<file path="src/verilog/reg_settings.svh">
`ifndef REG_SETTINGS_SVH
`define REG_SETTINGS_SVH

// Bus widths
`define REG_ADDR_WID 16
`define REG_DATA_WID 32
`define REG_STRB_WID 4

// Address map, each region spans 0x100 bytes
`define REG_SCRATCH_BASE 16'h0000
`define REG_STATUS_BASE  16'h0100

// Scratch bank depth in 32-bit words
`define REG_SCRATCH_WORDS 8

// Fixed read values
`define REG_BLOCK_ID        32'h5EC0_0001
`define REG_BAD_ACCESS_DATA 32'hDEAD_BEEF

`endif

</file>
<file path="src/verilog/reg_pkg.sv">
`default_nettype none

`include "reg_settings.svh"

package reg_pkg;

    // ----------------------------------------
    // Enums
    // ----------------------------------------
    // AXI-style response encoding
    typedef enum logic [1:0] {
        RESP_OKAY   = 2'b00,
        RESP_SLVERR = 2'b10,
        RESP_DECERR = 2'b11
    } resp_t;

    typedef enum logic [1:0] {
        REGION_SCRATCH = 2'd0,
        REGION_STATUS  = 2'd1,
        REGION_NONE    = 2'd2
    } region_t;

    // ----------------------------------------
    // Structs
    // ----------------------------------------
    // Request to a single client, offsets are within the region
    typedef struct packed {
        logic                     wr;
        logic                     rd;
        logic [7:0]               wr_offset;
        logic [7:0]               rd_offset;
        logic [`REG_DATA_WID-1:0] wdata;
        logic [`REG_STRB_WID-1:0] wstrb;
    } client_req_t;

    typedef struct packed {
        logic                     wr_ack;
        resp_t                    wr_resp;
        logic                     rd_ack;
        resp_t                    rd_resp;
        logic [`REG_DATA_WID-1:0] rdata;
    } client_resp_t;

    // Registered decode-error pulses
    typedef struct packed {
        logic wr_err;
        logic rd_err;
    } dec_err_t;

endpackage : reg_pkg

`default_nettype wire

</file>
<file path="src/verilog/reg_decoder.sv">
`default_nettype none

`include "reg_settings.svh"

module reg_decoder (
    input  logic                     clk,
    input  logic                     srst,
    input  logic                     wr,
    input  logic                     rd,
    input  logic [`REG_ADDR_WID-1:0] wr_addr,
    input  logic [`REG_ADDR_WID-1:0] rd_addr,
    input  logic [`REG_DATA_WID-1:0] wr_data,
    input  logic [`REG_STRB_WID-1:0] wr_strb,
    output reg_pkg::client_req_t     scratch_req,
    output reg_pkg::client_req_t     status_req,
    output reg_pkg::dec_err_t        dec_err
);

    localparam logic [`REG_ADDR_WID-1:0] SCRATCH_BASE = `REG_SCRATCH_BASE;
    localparam logic [`REG_ADDR_WID-1:0] STATUS_BASE  = `REG_STATUS_BASE;

    reg_pkg::region_t wr_region;
    reg_pkg::region_t rd_region;

    // Upper address bits pick the region
    function automatic reg_pkg::region_t decode_region(input logic [`REG_ADDR_WID-1:0] addr);
        if (addr[`REG_ADDR_WID-1:8] == SCRATCH_BASE[`REG_ADDR_WID-1:8]) begin
            return reg_pkg::REGION_SCRATCH;
        end
        if (addr[`REG_ADDR_WID-1:8] == STATUS_BASE[`REG_ADDR_WID-1:8]) begin
            return reg_pkg::REGION_STATUS;
        end
        return reg_pkg::REGION_NONE;
    endfunction

    assign wr_region = decode_region(wr_addr);
    assign rd_region = decode_region(rd_addr);

    // ----------------------------------------
    // Request fanout
    // ----------------------------------------
    always_ff @(posedge clk) begin
        if (srst) begin
            scratch_req.wr <= 1'b0;
            scratch_req.rd <= 1'b0;
            status_req.wr  <= 1'b0;
            status_req.rd  <= 1'b0;
            dec_err        <= '0;
        end else begin
            scratch_req.wr <= wr && (wr_region == reg_pkg::REGION_SCRATCH);
            scratch_req.rd <= rd && (rd_region == reg_pkg::REGION_SCRATCH);
            status_req.wr  <= wr && (wr_region == reg_pkg::REGION_STATUS);
            status_req.rd  <= rd && (rd_region == reg_pkg::REGION_STATUS);
            dec_err.wr_err <= wr && (wr_region == reg_pkg::REGION_NONE);
            dec_err.rd_err <= rd && (rd_region == reg_pkg::REGION_NONE);
        end
        // Payload is shared by both clients
        scratch_req.wr_offset <= wr_addr[7:0];
        scratch_req.rd_offset <= rd_addr[7:0];
        scratch_req.wdata     <= wr_data;
        scratch_req.wstrb     <= wr_strb;
        status_req.wr_offset  <= wr_addr[7:0];
        status_req.rd_offset  <= rd_addr[7:0];
        status_req.wdata      <= wr_data;
        status_req.wstrb      <= wr_strb;
    end

    // No access reaches a client and the error path at once
    a_wr_excl : assert property (@(posedge clk) disable iff (srst)
        !((scratch_req.wr || status_req.wr) && dec_err.wr_err));
    a_rd_excl : assert property (@(posedge clk) disable iff (srst)
        !((scratch_req.rd || status_req.rd) && dec_err.rd_err));

endmodule : reg_decoder

`default_nettype wire

</file>
<file path="src/verilog/reg_resp_mux.sv">
`default_nettype none

`include "reg_settings.svh"

module reg_resp_mux (
    input  logic                     clk,
    input  logic                     srst,
    input  reg_pkg::client_resp_t    scratch_resp,
    input  reg_pkg::client_resp_t    status_resp,
    input  reg_pkg::dec_err_t        dec_err,
    output logic                     wr_ack,
    output reg_pkg::resp_t           wr_resp,
    output logic                     rd_ack,
    output reg_pkg::resp_t           rd_resp,
    output logic [`REG_DATA_WID-1:0] rd_data
);

    // Decode errors lined up with the client stage
    reg_pkg::dec_err_t dec_err_d;

    always_ff @(posedge clk) begin
        if (srst) begin
            dec_err_d <= '0;
        end else begin
            dec_err_d <= dec_err;
        end
    end

    // ----------------------------------------
    // Write path
    // ----------------------------------------
    always_ff @(posedge clk) begin
        if (srst) begin
            wr_ack  <= 1'b0;
            wr_resp <= reg_pkg::RESP_SLVERR;
        end else if (dec_err_d.wr_err) begin
            wr_ack  <= 1'b1;
            wr_resp <= reg_pkg::RESP_DECERR;
        end else if (scratch_resp.wr_ack) begin
            wr_ack  <= 1'b1;
            wr_resp <= scratch_resp.wr_resp;
        end else if (status_resp.wr_ack) begin
            wr_ack  <= 1'b1;
            wr_resp <= status_resp.wr_resp;
        end else begin
            wr_ack  <= 1'b0;
            wr_resp <= reg_pkg::RESP_SLVERR;
        end
    end

    // ----------------------------------------
    // Read path
    // ----------------------------------------
    always_ff @(posedge clk) begin
        if (srst) begin
            rd_ack  <= 1'b0;
            rd_resp <= reg_pkg::RESP_SLVERR;
        end else if (dec_err_d.rd_err) begin
            rd_ack  <= 1'b1;
            rd_resp <= reg_pkg::RESP_DECERR;
        end else if (scratch_resp.rd_ack) begin
            rd_ack  <= 1'b1;
            rd_resp <= scratch_resp.rd_resp;
        end else if (status_resp.rd_ack) begin
            rd_ack  <= 1'b1;
            rd_resp <= status_resp.rd_resp;
        end else begin
            rd_ack  <= 1'b0;
            rd_resp <= reg_pkg::RESP_SLVERR;
        end
    end

    // Read data holds when nothing acks
    always_ff @(posedge clk) begin
        if (dec_err_d.rd_err) begin
            rd_data <= `REG_BAD_ACCESS_DATA;
        end else if (scratch_resp.rd_ack) begin
            rd_data <= scratch_resp.rdata;
        end else if (status_resp.rd_ack) begin
            rd_data <= status_resp.rdata;
        end
    end

    // One source per path per cycle, across decoder and clients
    a_wr_onehot : assert property (@(posedge clk) disable iff (srst)
        $onehot0({dec_err_d.wr_err, scratch_resp.wr_ack, status_resp.wr_ack}));
    a_rd_onehot : assert property (@(posedge clk) disable iff (srst)
        $onehot0({dec_err_d.rd_err, scratch_resp.rd_ack, status_resp.rd_ack}));

endmodule : reg_resp_mux

`default_nettype wire

</file>
<file path="src/verilog/reg_subsys_top.sv">
`default_nettype none

`include "reg_settings.svh"

module reg_subsys_top (
    input  logic                     clk,
    input  logic                     srst,
    input  logic                     wr,
    input  logic [`REG_ADDR_WID-1:0] wr_addr,
    input  logic [`REG_DATA_WID-1:0] wr_data,
    input  logic [`REG_STRB_WID-1:0] wr_strb,
    input  logic                     rd,
    input  logic [`REG_ADDR_WID-1:0] rd_addr,
    input  logic                     event_in,
    output logic                     wr_ack,
    output reg_pkg::resp_t           wr_resp,
    output logic                     rd_ack,
    output reg_pkg::resp_t           rd_resp,
    output logic [`REG_DATA_WID-1:0] rd_data
);

    reg_pkg::client_req_t  scratch_req;
    reg_pkg::client_req_t  status_req;
    reg_pkg::client_resp_t scratch_resp;
    reg_pkg::client_resp_t status_resp;
    reg_pkg::dec_err_t     dec_err;

    // ----------------------------------------
    // Decode and fanout
    // ----------------------------------------
    reg_decoder u_decoder (
        .clk         ( clk ),
        .srst        ( srst ),
        .wr          ( wr ),
        .rd          ( rd ),
        .wr_addr     ( wr_addr ),
        .rd_addr     ( rd_addr ),
        .wr_data     ( wr_data ),
        .wr_strb     ( wr_strb ),
        .scratch_req ( scratch_req ),
        .status_req  ( status_req ),
        .dec_err     ( dec_err )
    );

    // Clients
    scratch_regs u_scratch (
        .clk  ( clk ),
        .srst ( srst ),
        .req  ( scratch_req ),
        .resp ( scratch_resp )
    );

    status_regs u_status (
        .clk      ( clk ),
        .srst     ( srst ),
        .event_in ( event_in ),
        .req      ( status_req ),
        .resp     ( status_resp )
    );

    // ----------------------------------------
    // Response combine
    // ----------------------------------------
    reg_resp_mux u_resp_mux (
        .clk          ( clk ),
        .srst         ( srst ),
        .scratch_resp ( scratch_resp ),
        .status_resp  ( status_resp ),
        .dec_err      ( dec_err ),
        .wr_ack       ( wr_ack ),
        .wr_resp      ( wr_resp ),
        .rd_ack       ( rd_ack ),
        .rd_resp      ( rd_resp ),
        .rd_data      ( rd_data )
    );

endmodule : reg_subsys_top

`default_nettype wire

</file>
<file path="src/verilog/scratch_regs.sv">
`default_nettype none

`include "reg_settings.svh"

module scratch_regs (
    input  logic                  clk,
    input  logic                  srst,
    input  reg_pkg::client_req_t  req,
    output reg_pkg::client_resp_t resp
);

    localparam int IDX_WID = $clog2(`REG_SCRATCH_WORDS);

    logic [`REG_DATA_WID-1:0] regs [`REG_SCRATCH_WORDS];

    logic               wr_hit;
    logic               rd_hit;
    logic [IDX_WID-1:0] wr_idx;
    logic [IDX_WID-1:0] rd_idx;

    // Word index, byte lane bits ignored
    assign wr_idx = req.wr_offset[IDX_WID+1:2];
    assign rd_idx = req.rd_offset[IDX_WID+1:2];
    assign wr_hit = req.wr_offset[7:2] < `REG_SCRATCH_WORDS;
    assign rd_hit = req.rd_offset[7:2] < `REG_SCRATCH_WORDS;

    // ----------------------------------------
    // Register bank
    // ----------------------------------------
    always_ff @(posedge clk) begin
        if (srst) begin
            for (int i = 0; i < `REG_SCRATCH_WORDS; i++) begin
                regs[i] <= '0;
            end
        end else if (req.wr && wr_hit) begin
            for (int b = 0; b < `REG_STRB_WID; b++) begin
                if (req.wstrb[b]) begin
                    regs[wr_idx][b*8 +: 8] <= req.wdata[b*8 +: 8];
                end
            end
        end
    end

    // ----------------------------------------
    // Responses
    // ----------------------------------------
    always_ff @(posedge clk) begin
        if (srst) begin
            resp.wr_ack  <= 1'b0;
            resp.wr_resp <= reg_pkg::RESP_SLVERR;
            resp.rd_ack  <= 1'b0;
            resp.rd_resp <= reg_pkg::RESP_SLVERR;
        end else begin
            resp.wr_ack  <= req.wr;
            resp.wr_resp <= (req.wr && wr_hit) ? reg_pkg::RESP_OKAY : reg_pkg::RESP_SLVERR;
            resp.rd_ack  <= req.rd;
            resp.rd_resp <= (req.rd && rd_hit) ? reg_pkg::RESP_OKAY : reg_pkg::RESP_SLVERR;
        end
        // Reads see the bank before any write in the same cycle
        resp.rdata <= rd_hit ? regs[rd_idx] : `REG_BAD_ACCESS_DATA;
    end

endmodule : scratch_regs

`default_nettype wire

</file>
<file path="src/verilog/status_regs.sv">
`default_nettype none

`include "reg_settings.svh"

module status_regs (
    input  logic                  clk,
    input  logic                  srst,
    input  logic                  event_in,
    input  reg_pkg::client_req_t  req,
    output reg_pkg::client_resp_t resp
);

    // Word offsets within the status region
    localparam logic [5:0] ID_WORD  = 6'h00;
    localparam logic [5:0] CNT_WORD = 6'h01;

    logic [`REG_DATA_WID-1:0] event_cnt;
    logic                     cnt_clr;

    assign cnt_clr = req.wr && (req.wr_offset[7:2] == CNT_WORD);

    // ----------------------------------------
    // Event counter
    // ----------------------------------------
    // Clear takes priority over a same-cycle event
    always_ff @(posedge clk) begin
        if (srst) begin
            event_cnt <= '0;
        end else if (cnt_clr) begin
            event_cnt <= '0;
        end else if (event_in) begin
            event_cnt <= event_cnt + 1'b1;
        end
    end

    // ----------------------------------------
    // Responses
    // ----------------------------------------
    always_ff @(posedge clk) begin
        if (srst) begin
            resp.wr_ack  <= 1'b0;
            resp.wr_resp <= reg_pkg::RESP_SLVERR;
            resp.rd_ack  <= 1'b0;
            resp.rd_resp <= reg_pkg::RESP_SLVERR;
        end else begin
            resp.wr_ack  <= req.wr;
            resp.wr_resp <= cnt_clr ? reg_pkg::RESP_OKAY : reg_pkg::RESP_SLVERR;
            resp.rd_ack  <= req.rd;
            if (req.rd && (req.rd_offset[7:2] == ID_WORD || req.rd_offset[7:2] == CNT_WORD)) begin
                resp.rd_resp <= reg_pkg::RESP_OKAY;
            end else begin
                resp.rd_resp <= reg_pkg::RESP_SLVERR;
            end
        end
        case (req.rd_offset[7:2])
            ID_WORD:  resp.rdata <= `REG_BLOCK_ID;
            CNT_WORD: resp.rdata <= event_cnt;
            default:  resp.rdata <= `REG_BAD_ACCESS_DATA;
        endcase
    end

    // Counter steps by at most one unless a clear landed
    a_cnt_step : assert property (@(posedge clk) disable iff (srst)
        !$past(cnt_clr) |-> (event_cnt - $past(event_cnt)) <= 32'd1);

endmodule : status_regs

`default_nettype wire
</file>
<file path="config.mk">
export PLATFORM = sky130hd
export DESIGN_NAME = reg_subsys_top
export DESIGN_NICKNAME = d
export VERILOG_FILES = /design/src/verilog/reg_pkg.sv /design/src/verilog/reg_decoder.sv /design/src/verilog/reg_resp_mux.sv /design/src/verilog/reg_subsys_top.sv /design/src/verilog/scratch_regs.sv /design/src/verilog/status_regs.sv
export VERILOG_INCLUDE_DIRS = /design/src /design/src/verilog
export SDC_FILE = /design/constraint.sdc
export NUM_CORES = 1
export LEC_CHECK = 0
export BUFFER_PORTS_ARGS = -buffer_cell sky130_fd_sc_hd__buf_2
export CAP_MARGIN = 20
export CORE_ASPECT_RATIO = 0.7
export CORE_MARGIN = 3
export CORE_UTILIZATION = 61
export CTS_BUF_LIST = sky130_fd_sc_hd__clkbuf_16
export CTS_CLUSTER_DIAMETER = 50
export DETAILED_ROUTE_END_ITERATION = 8
export GPL_TIMING_DRIVEN = 0
export PLACE_DENSITY = 0.86
export SYNTH_ARGS = -nofsm -noshare
export SYNTH_HDL_FRONTEND = slang
export SYNTH_HIERARCHICAL = 1
export SYNTH_SLANG_ARGS = --single-unit
</file>
<file path="constraint.sdc">
create_clock -name clk -period 3.4 [get_ports clk]
set_clock_uncertainty 0.15 [all_clocks]
set_input_delay 0.85 -clock clk [delete_from_list [all_inputs] [get_ports clk]]
set_output_delay 0.85 -clock clk [all_outputs]
set_load 0.01 [all_outputs]
</file>
== Yosys cells after proc, flatten, opt, wreduce, memory -nomap -nowiden ==
Memories as Yosys holds them, arrays and structs flattened. A register that Yosys moved wholly into a read port is not among the register bits.
Index checks and enable logic that the tools add are counted.

* Memory bits (writable): 256
* Logic and storage cells: 117
* Output and inout port bits: 38
* Memories: 1
* Register bits: 174
* Bits of input ports: 73

* Mux-type cells: 54
* Equal/unequal tests: 8
* $add $sub $neg: 1
* Reductions and logical operators: 22
* Magnitude comparators: 2

{| class="wikitable"
|+ Memory list
! memory !! words !! width !! rd ports !! clocked after memory_dff !! wr ports !! RTL line !! text
|-
| u_scratch.regs || 8 || 32 || 1 || 1 || 8 || scratch_regs.sv:14 || <nowiki>logic [`REG_DATA_WID-1:0] regs [`REG_SCRATCH_WORDS];</nowiki>
|}

{| class="wikitable"
|+ Operators with widths
! cell !! count
|-
| $mux W32 || 3
|-
| $pmux W32 S2 || 1
|-
| $add A32 B1 Y32 const B || 1
|-
| $mux W1 || 32
|-
| $mux W2 || 16
|-
| $reduce_or A32 Y1 || 1
|-
| $eq A8 B1 Y1 const B || 2
|-
| $logic_not A8 Y1 || 2
|-
| $eq A6 B1 Y1 const B || 2
|-
| $lt A6 B4 Y1 const B || 2
|-
| $logic_and A1 B1 Y1 || 10
|-
| $logic_not A6 Y1 || 1
|-
| $reduce_or A2 Y1 || 3
|-
| $eq A2 B1 Y1 const B || 2
|-
| $eq A2 B2 Y1 const B || 2
|-
| $logic_not A2 Y1 || 2
|-
| $mux W4 || 1
|-
| $mux W3 || 1
|-
| $reduce_bool A2 Y1 || 1
|-
| $logic_not A1 Y1 || 1
|-
| $logic_or A1 B1 Y1 || 1
|}

== Longest topological paths before layout ==
Gate-level depths: netlist of run 1.

* Word-level depth: 7
* Depth in mapped cells: 7
* Gate-level depth less buffers: 5

== Hierarchy ==
Netlist of run 1, hierarchy kept.

{| class="wikitable"
|+ Modules (own cells, without submodules)
! module !! area each (um^2) !! times used !! sequential area each (um^2) !! cells each
|-
| scratch_regs || 13,341.5 || 1 || 8,408.1 || 911
|-
| status_regs || 2,595.0 || 1 || 1,361.3 || 285
|-
| reg_resp_mux || 1,754.2 || 1 || 800.8 || 172
|-
| reg_decoder || 1,651.6 || 1 || 1,161.1 || 124
|}

== Worst setup path after synthesis of run 1 ==
Ideal clock, no wire load.

* Path kind: input to register
* Start: input srst
* End: memory u_scratch/regs[2][0] (netlist name), enable pin
* Library setup time: 329 ps
* Arrival: 2,299 ps
* Buffers on the path: 2
* Stages: 5
* Setup slack: 622 ps
* Required time: 2,921 ps
* Cells stage by stage: or4b_1 buf_6 buf_12 nor4_4 or2_1

{| class="wikitable"
|+ RTL lines
! item !! RTL line !! text
|-
| start: declaration || reg_subsys_top.sv:7 || <nowiki>input logic srst,</nowiki>
|-
| end: declaration || scratch_regs.sv:14 ||
|}

==> results of run 1 <==
## per-layer routing
metal	wire [um]	share of wire	vias to the layer above	track usage
li1	-	-	5537	-
met1	19800	0.41	6102	0.418
met2	20900	0.43	797	0.420
met3	5990	0.12	125	0.0792
met4	1750	0.036	0	0.109
met5	0	0	-	0
## sequential cells by signal (all words and copies together), names as in the netlist, 2 cells and up
name	count
u_resp_mux/wr_resp	2
u_resp_mux/rd_resp	2
u_scratch/regs	256
u_scratch/resp	36
u_resp_mux/rd_data	32
u_decoder/dec_err	2
u_decoder/scratch_req	2
u_status/event_cnt	32
u_status/resp	36
u_decoder/status_req	50
u_resp_mux/dec_err_d	2
## power by group through the flow
stage                     registers, uW  logic [uW]  clock network [uW]
after global placement             6110         507                   0
after global routing               6020         573                4510
final                              6010         545                4220
after detailed placement           6120         524                   0
after floorplan                    6080         336                   0
after CTS                          6000         530                4270
## worst reg2reg max path: cells and delay by family, from the launching register on
family / cells / cell delay [ps]
muxes: 1 / 310
AOI/OAI and AO/OA: 1 / 90
and+or+nand+nor: 1 / 490
buffers and inverters: 2 / 1250
DFF: 1 / 370
## layout by cell type, fill, tap and decap left out, types with 7 or more instances in the layout
master	count
and2_1	258
edfxtp_1	256
dfxtp_1	198
buf_2	119
mux2_2	102
o22ai_1	56
nand2_1	54
a21oi_1	48
clkbuf_16	42
clkbuf_1	35
mux2i_1	34
or2_1	34
nor4_4	32
o21ai_1	29
nor3b_1	27
nor2b_1	23
buf_4	18
mux2_1	18
nor2_1	17
a211oi_1	16
or4_1	15
clkinv_2	13
o21ai_0	13
nor3_1	13
inv_1	12
nand4_1	12
o31ai_1	11
nand3_1	10
and3_1	10
or3_1	9
or2_2	7
xor2_1	7
## per-stage QoR
stage | util | cell area, um2 | TNS [ps]
after floorplan | - | 19000 | 0
after global placement | 0.660 | 20000 | -19470
after detailed placement | 0.660 | 20000 | -29740
after CTS | 0.700 | 21200 | 0
after global routing | 0.700 | 21200 | 0
final | 0.700 | 21200 | 0
## cell type report
cell class | count | area [um2] | share of cell area
repair buffers | 106 | 533 | 0.0251
inverters | 8 | 55.1 | 0.00259
well taps | 412 | 515 | 0.0243
clock inverters | 32 | 156 | 0.00737
plain buffers | 87 | 566 | 0.0266
flip-flops and latches | 454 | 11700 | 0.549
clock buffers | 42 | 1050 | 0.0495
multi-input cells | 901 | 6700 | 0.316
## path summary, 6_finish.rpt
kind	start	slack, ps	end	depth (start not counted)
hold reg to reg	u_decoder/dec_err[1]	290	u_resp_mux/dec_err_d[1]	1
setup / recovery	srst	290	u_scratch/regs[5][9]	6
setup reg to reg	u_decoder/status_req[38]	580	u_scratch/resp[8]	5
hold / removal	rd_addr[2]	240	u_decoder/status_req[38]	1
==> out/metrics.yaml, run 1 <==
run_status:
  status: "finished clean"
clock_tree:
  clk_pin_slew_ps: 70
  numCtsBuffers: 40
  worstSkewPairLatency_ps: 560
  ctsRootBufferMaster: "clkbuf_16"
  h-tree-depth: 2
  ctsLongestPathBuffers: 3
  cts_tree: "done"
  cts.sinks: 454
  ctsHoldBuffers: 0
  post_cts_buffers: 0
  ctsResizeCount: 0
die:
  num_rows: 53
  die_area_um2: 33300
  initial_core_util: 0.626
  coreArea_um2: 30300
  die_w_um: 217
  ioPinCount: 111
  die_h_um: 154
detailed_routing:
  drt_iter0_drc: 1733
  drc: 0
  wl_per_cell_um: 23.8
  num_vias: 12600
  antenna_left: 0
  drt-vias-per-instance: 6.15
  routed_wl_mm: 48.5
  drt_pass1_iterations: 5
sta:
  rsz0062_at_grt: "no"
  worstMarginPinSlew_ps: 1070
  period_minus_slack_ps: 3110
  finalHoldViolations: 0
  drv_slew: 0
  relSlewSlack: 0.290
  setup_viol: 0
  finalCritPeriodShare: 0.913
  hold_ws_ps: 239
  setup_slack_ps: 295
  max_freq_mhz: 322
synth:
  synth_area_um2: 19000
  netlist_instances: 1448
  syn_avg_cell_area_um2: 13.1
  ys_warn_count: 6
setup_path:
  crit_type: "input port to flip-flop"
  crit_family: "simple AND/OR/NAND/NOR gates"
  critPathMaxStageDelay_ps: 600
  path_buf_inv: 3
  cp-start-kind: "input port"
  crit_fanout: 23
  end_kind: "flip-flop"
  cp.required_ps: 3430
  slowest_stage: "or4b_1"
  crit_chain: "buf_2 -> or4b_1 -> buf_6 -> buf_12 -> nor4_4 -> or2_1"
  worstPathArrival_ps: 3140
final_layout:
  final_net_count: 1672
  nFillCells: 2031
  n_antenna_cell: 0
  area_growth_pct: 11.9
  fin_cells: 2042
  drive_gt1_frac: 0.228
placed_design:
  hpwl_mm: 33.9
  gp_congestion: 0.912
  dp_cells: 1967
  io_buffers: 105
  place_ws_ps: -247
global_route:
  grt_pass1_vias: 12300
  grt_max_degree: 24
  grt_pass1_wl_mm: 72.5
  grt-ovfl-total: 0
  grtUsageTotal: 0.289
  antenna_found_initial: 0
pwr:
  ir_drop_uv: 496
  seq_power_share: 0.558
  p_int_uw: 8350
  p_sw_uw: 2410
  powerDensity_nw_per_um2: 507
  clkPwrFrac: 0.392
  swShare: 0.224
  power_uw: 10800
  p_leak_uw: 0.00794
  comb_power_share: 0.051
worst_hold_path:
  hold_class: "input port to flip-flop"
run:
  maxCapViolations: 0
Power figures use the tool's default switching activity.
==> run 2: changes to the inputs <==
CORE_UTILIZATION = 45   (was 61)
PLACE_DENSITY = 0.68   (was 0.86)
==> run 2 against run 1 <==
- final area increased by 1.6%
- worst setup slack gained 7.0 ps
- total power up 4.7%
- sequential cell count is the same
- combinational power decreased by 0.9%
- count of clock-buffer cells in the layout increased by 4
- largest power group unchanged
==> out/metrics.yaml, run 2 (synthesis gave the netlist of run 1 again) <==
detailed_routing:
  drt_iter0_drc: 1289  # was 1733
  routed_wl_mm: 48.4  # was 48.5 mm
  drt-vias-per-instance: 5.64  # was 6.15
  drt_pass1_iterations: 5  # unchanged
  antenna_left: 0  # unchanged
  num_vias: 12300  # was 12600
  wl_per_cell_um: 22.2  # was 23.8 um
  drc: 0  # unchanged
clock_tree:
  cts.sinks: 454  # unchanged
  ctsResizeCount: 0  # unchanged
  post_cts_buffers: 0  # unchanged
  ctsLongestPathBuffers: 3  # unchanged
  clk_pin_slew_ps: 60  # was 70 ps
  ctsHoldBuffers: 0  # unchanged
  worstSkewPairLatency_ps: 560  # about the same
  cts_tree: "done"  # unchanged
  h-tree-depth: 2  # unchanged
  numCtsBuffers: 44  # was 40
  ctsRootBufferMaster: "clkbuf_16"  # unchanged
worst_hold_path:
  hold_class: "input port to flip-flop"  # unchanged
pwr:
  powerDensity_nw_per_um2: 523  # was 507 nW/um2
  p_sw_uw: 2490  # was 2410 uW
  p_int_uw: 8780  # was 8350 uW
  comb_power_share: 0.048  # was 0.051
  swShare: 0.221  # was 0.224
  seq_power_share: 0.533  # was 0.558
  p_leak_uw: 0.00803  # was 0.00794 uW
  clkPwrFrac: 0.420  # was 0.392
  ir_drop_uv: 362  # was 496 uV
setup_path:
  end_kind: "flip-flop"  # unchanged
  critPathMaxStageDelay_ps: 590  # was 600 ps
  rr_startpoint: "u_decoder/scratch_req[53]"  # was u_decoder/status_req[38]
  cp-start-kind: "input port"  # unchanged
  worstReg2RegEnd: "u_scratch/regs[2][2]"  # was u_scratch/resp[8]
  crit_type: "input port to flip-flop"  # unchanged
  slowest_stage: "or4b_1"  # unchanged
  worstPathArrival_ps: 3150  # was 3140 ps
  worstSetupStartpoint: "srst"  # unchanged
  regToRegSetupSlack_ps: 580  # about the same
  path_buf_inv: 3  # unchanged
  reg2reg_depth: 5  # unchanged
  crit_path_end: "u_scratch/regs[2][2]"  # was u_scratch/regs[5][9]
  cp.required_ps: 3450  # was 3430 ps
  crit_family: "simple AND/OR/NAND/NOR gates"  # unchanged
  crit_chain: "buf_2 -> or4b_1 -> buf_6 -> buf_12 -> nor4_4 -> or2_1"  # unchanged
  worst-path-stages: 6  # unchanged
  crit_fanout: 23  # unchanged
sta:
  finalCritPeriodShare: 0.911  # was 0.913
  rsz0062_at_grt: "no"  # unchanged
  finalHoldViolations: 0  # unchanged
  relSlewSlack: 0.307  # was 0.290
  setup_viol: 0  # unchanged
  drv_slew: 0  # unchanged
  setup_slack_ps: 302  # was 295 ps
  period_minus_slack_ps: 3100  # was 3110 ps
  max_freq_mhz: 323  # was 322 MHz
  worstMarginPinSlew_ps: 1040  # was 1070 ps
run_status:
  status: "finished clean"  # unchanged
die:
  ioPinCount: 111  # unchanged
  num_rows: 62  # was 53
  die_h_um: 178  # was 154 um
  die_area_um2: 44700  # was 33300 um2
  die_w_um: 251  # was 217 um
  initial_core_util: 0.459  # was 0.626
  coreArea_um2: 41300  # was 30300 um2
final_layout:
  nFillCells: 3543  # was 2031
  drive_gt1_frac: 0.226  # was 0.228
  regMostFlops: "u_scratch/regs"  # unchanged
  area_growth_pct: 13.8  # was 11.9%
  final_net_count: 1676  # was 1672
  seqCellArea_um2: 11700  # unchanged
  top_regs: "u_scratch/regs (256), u_decoder/status_req (50)"  # unchanged
  utilization: 0.523  # was 0.700
  largest_reg_flops: 256  # unchanged
  final_common_cell: "and2_1"  # unchanged
  layout_common_cells: "258 x and2_1, 256 x edfxtp_1, 198 x dfxtp_1, 120 x buf_2, 102 x mux2_2"  # was 258 x and2_1, 256 x edfxtp_1, 198 x dfxtp_1, 119 x buf_2, 102 x mux2_2
  multiInputGateArea_um2: 6700  # unchanged
  n_antenna_cell: 0  # unchanged
global_route:
  grt_max_degree: 24  # unchanged
  grt_pass1_vias: 12000  # was 12300
  grt-ovfl-total: 0  # unchanged
  antenna_found_initial: 0  # unchanged
  grtUsageTotal: 0.217  # was 0.289
  grt_pass1_wl_mm: 72.4  # was 72.5 mm
run:
  maxCapViolations: 0  # unchanged
placed_design:
  io_buffers: 105  # unchanged
  place_ws_ps: -247  # about the same
  hpwl_mm: 34.6  # was 33.9 mm
  gp_congestion: 0.889  # was 0.912
[run 2: cell type report]
class                      instances  share of cell area
clock inverter                    35              0.0113
inverter                           8             0.00255
buffer                            87              0.0262
sequential                       454               0.540
clock buffer                      46              0.0534
multi-input combinational        901               0.310
timing repair buffer             106              0.0246
tap                              544              0.0315
[run 2: how the worst min path moves through the flow]
stage | startpoint | end | slack [ps] | depth (start not counted)
global route | wr_data[27] | u_decoder/status_req[31] | 220 | 1
global placement | u_decoder/dec_err[1] | u_resp_mux/dec_err_d[1] | 290 | 1
floorplan | u_decoder/dec_err[0] | u_resp_mux/dec_err_d[0] | 260 | 1
finish | wr_data[26] | u_decoder/status_req[30] | 240 | 1
CTS | wr_data[20] | u_decoder/status_req[24] | 220 | 1
detailed placement | u_decoder/dec_err[1] | u_resp_mux/dec_err_d[1] | 290 | 1
[run 2: power groups by stage]
stage | Clock [uW] | Combinational, uW | Sequential (uW)
global placement | 0 | 523 | 6110
detailed placement | 0 | 531 | 6120
finish | 4730 | 540 | 6000
floorplan | 0 | 336 | 6080
CTS | 4830 | 533 | 6000
global route | 5070 | 572 | 6020
[run 2: metal layers]
layer | GRT usage | wire length [um] | vias to the layer above
met5 | 0 | 0 | -
li1 | - | - | 5550
met3 | 0.0527 | 4540 | 86
met2 | 0.317 | 20600 | 526
met1 | 0.321 | 22100 | 6129
met4 | 0.0604 | 1170 | 0
[run 2: worst reg2reg max path, stage by stage (launching register included)]
cell and delay [ps]:
dfxtp_1 410, or4b_1 470, buf_6 180, buf_12 170, nor4_4 580, or2_1 490
[run 2: through the flow]
step	hold WS [ps]	power (uW)	cell area [um2]	setup TNS, ps	cells
5_1_grt	218	11700	21600	0	2181
3_5_place_dp	289	6650	20200	-35550	2100
2_1_floorplan	264	6420	19000	0	1450
4_1_cts	215	11400	21600	0	2181
3_3_place_gp	286	6640	20200	-29640	2099
6_report	241	11300	21600	0	2181
==> run 3: changes to the inputs <==
ABC_AREA = 1   (was default)
==> run 3 against run 2 <==
- worst hold slack gained 4.3 ps
- highest routed layer unchanged
- sequential cell count is the same
- critical path depth shrank 2
==> out/metrics.yaml, run 3 <==
synth:
  syn_avg_cell_area_um2: 9.13  # was 13.1 um2
  netlist_instances: 2029  # was 1448
  synth_area_um2: 18500  # was 19000 um2
  ys_warn_count: 6  # unchanged
global_route:
  grt_pass1_vias: 13900  # was 12000
  grtUsageTotal: 0.234  # was 0.217
  antenna_found_initial: 0  # unchanged
  grt_pass1_wl_mm: 78.2  # was 72.4 mm
  grt-ovfl-total: 0  # unchanged
  grt_max_degree: 16  # was 24
sta:
  setup-tns-final_ps: 0  # unchanged
  hold_ws_ps: 245  # was 241 ps
  worstMarginPinSlew_ps: 1170  # was 1040 ps
  max_freq_mhz: 322  # was 323 MHz
  rsz0062_at_grt: "no"  # unchanged
  setup_slack_ps: 296  # was 302 ps
  drv_slew: 0  # unchanged
  period_minus_slack_ps: 3100  # about the same
  relSlewSlack: 0.214  # was 0.307
  setup_viol: 0  # unchanged
  finalHoldViolations: 0  # unchanged
  finalCritPeriodShare: 0.913  # was 0.911
setup_path:
  rr_startpoint: "u_decoder/status_req[46]"  # was u_decoder/scratch_req[53]
  crit_path_end: "u_scratch/regs[1][25]"  # was u_scratch/regs[2][2]
  end_kind: "flip-flop"  # unchanged
  regToRegSetupSlack_ps: 300  # was 580 ps
  worstSetupStartpoint: "u_decoder/status_req[46]"  # was srst
  slowest_stage: "nor3_1"  # was or4b_1
  critPathMaxStageDelay_ps: 900  # was 590 ps
  crit_fanout: 9  # was 23
  worstPathArrival_ps: 3140  # was 3150 ps
  crit_chain: "inv_1 -> nor3_1 -> nand3_2 -> nand2_1"  # was buf_2 -> or4b_1 -> buf_6 -> buf_12 -> nor4_4 -> or2_1
  worstReg2RegEnd: "u_scratch/regs[1][25]"  # was u_scratch/regs[2][2]
  cp.required_ps: 3440  # was 3450 ps
  crit_type: "flip-flop to flip-flop"  # was input port to flip-flop
  cp-start-kind: "flip-flop"  # was input port
  reg2reg_depth: 4  # was 5
final_layout:
  top_regs: "u_scratch/regs (256), u_decoder/status_req (50)"  # unchanged
  n_antenna_cell: 0  # unchanged
  fin_area_um2: 21100  # was 21600 um2
  regMostFlops: "u_scratch/regs"  # unchanged
  final_net_count: 2259  # was 1676
  nFillCells: 3723  # was 3543
  final_common_cell: "nand2_1"  # was and2_1
  largest_reg_flops: 256  # unchanged
  area_growth_pct: 14.0  # was 13.8%
  drive_gt1_frac: 0.119  # was 0.226
  fin_cells: 2754  # was 2181
  layout_common_cells: "491 x nand2_1, 369 x nor2_1, 286 x nand3_1, 256 x edfxtp_1, 198 x dfxtp_1"  # was 258 x and2_1, 256 x edfxtp_1, 198 x dfxtp_1, 120 x buf_2, 102 x mux2_2
placed_design:
  io_buffers: 106  # was 105
  hpwl_mm: 37.5  # was 34.6 mm
  placed_area_um2: 19700  # was 20200 um2
  gp_congestion: 0.916  # was 0.889
  place_ws_ps: 64.8  # was -247 ps
  dp_cells: 2672  # was 2100
die:
  num_rows: 61  # was 62
  die_area_um2: 43700  # was 44700 um2
  ioPinCount: 111  # unchanged
  coreArea_um2: 40100  # was 41300 um2
  die_h_um: 176  # was 178 um
  initial_core_util: 0.461  # was 0.459
  die_w_um: 249  # was 251 um
clock_tree:
  worstSkewPairLatency_ps: 550  # was 560 ps
  h-tree-depth: 2  # unchanged
  ctsLongestPathBuffers: 3  # unchanged
  cts.sinks: 454  # unchanged
  clk_pin_slew_ps: 60  # about the same
  ctsResizeCount: 0  # unchanged
  cts_tree: "done"  # unchanged
  ctsRootBufferMaster: "clkbuf_16"  # unchanged
  post_cts_buffers: 0  # unchanged
  numCtsBuffers: 45  # was 44
  ctsHoldBuffers: 0  # unchanged
pwr:
  powerDensity_nw_per_um2: 535  # was 523 nW/um2
  p_leak_uw: 0.00880  # was 0.00803 uW
  seq_power_share: 0.528  # was 0.533
  comb_power_share: 0.055  # was 0.048
  clkPwrFrac: 0.417  # was 0.420
  p_int_uw: 8710  # was 8780 uW
  p_sw_uw: 2580  # was 2490 uW
  swShare: 0.229  # was 0.221
  ir_drop_uv: 331  # was 362 uV
detailed_routing:
  drt_iter0_drc: 1769  # was 1289
  routed_wl_mm: 52.0  # was 48.4 mm
  num_vias: 14600  # was 12300
  antenna_left: 0  # unchanged
  drt-vias-per-instance: 5.31  # was 5.64
  drc: 0  # unchanged
  wl_per_cell_um: 18.9  # was 22.2 um
  drt_pass1_iterations: 5  # unchanged
run:
  maxCapViolations: 0  # unchanged
run_status:
  status: "finished clean"  # unchanged
worst_hold_path:
  hold_class: "input port to flip-flop"  # unchanged
-- run 3: through the flow --
stage,total power (uW),utilization
final,11300,0.526
after global placement,6670,0.491
after CTS,11400,0.526
after floorplan,6420,-
after global routing,11600,0.526
after detailed placement,6690,0.491
-- run 3: worst min path at each step --
stage | depth (start not counted) | slack, ps | startpoint | endpoint
after floorplan | 2 | 240 | u_decoder/dec_err[0] | u_resp_mux/dec_err_d[0]
after global placement | 2 | 250 | u_decoder/dec_err[1] | u_resp_mux/dec_err_d[1]
after detailed placement | 2 | 250 | u_decoder/dec_err[1] | u_resp_mux/dec_err_d[1]
after CTS | 1 | 220 | wr_data[1] | u_decoder/status_req[5]
after global routing | 1 | 230 | wr_data[10] | u_decoder/status_req[14]
final | 1 | 240 | wr_data[1] | u_decoder/status_req[5]
-- run 3: metal layers --
| layer | GRT usage | wire (um) |
|---|---|---|
| met1 | 0.339 | 22900 |
| met2 | 0.335 | 21300 |
| met3 | 0.0631 | 5950 |
| met4 | 0.0875 | 1760 |
| met5 | 0 | 0 |
-- run 3: worst max-delay path, delay by kind of cell (launching register included) --
kind,cells,cell delay [ps]
flip-flops,1,470
AND/OR/NAND/NOR,3,1990
buffers and inverters,1,130
-- run 3: power by group through the flow --
stage          combinational [uW]  sequential, uW  clock (uW)
6_report                      620            5970        4710
5_1_grt                       673            5980        5000
4_1_cts                       606            5970        4780
3_5_place_dp                  601            6090           0
3_3_place_gp                  586            6080           0
2_1_floorplan                 357            6070           0
-- run 3: area by class of cell --
type	instances	area, um2	area share
flip-flops and latches	454	11700	0.552
multi-input cells	1298	5700	0.270
clock buffers	45	1130	0.0533
inverters	182	683	0.0324
well taps	535	669	0.0317
repair buffers	107	538	0.0255
plain buffers	97	497	0.0235
clock inverters	36	248	0.0117
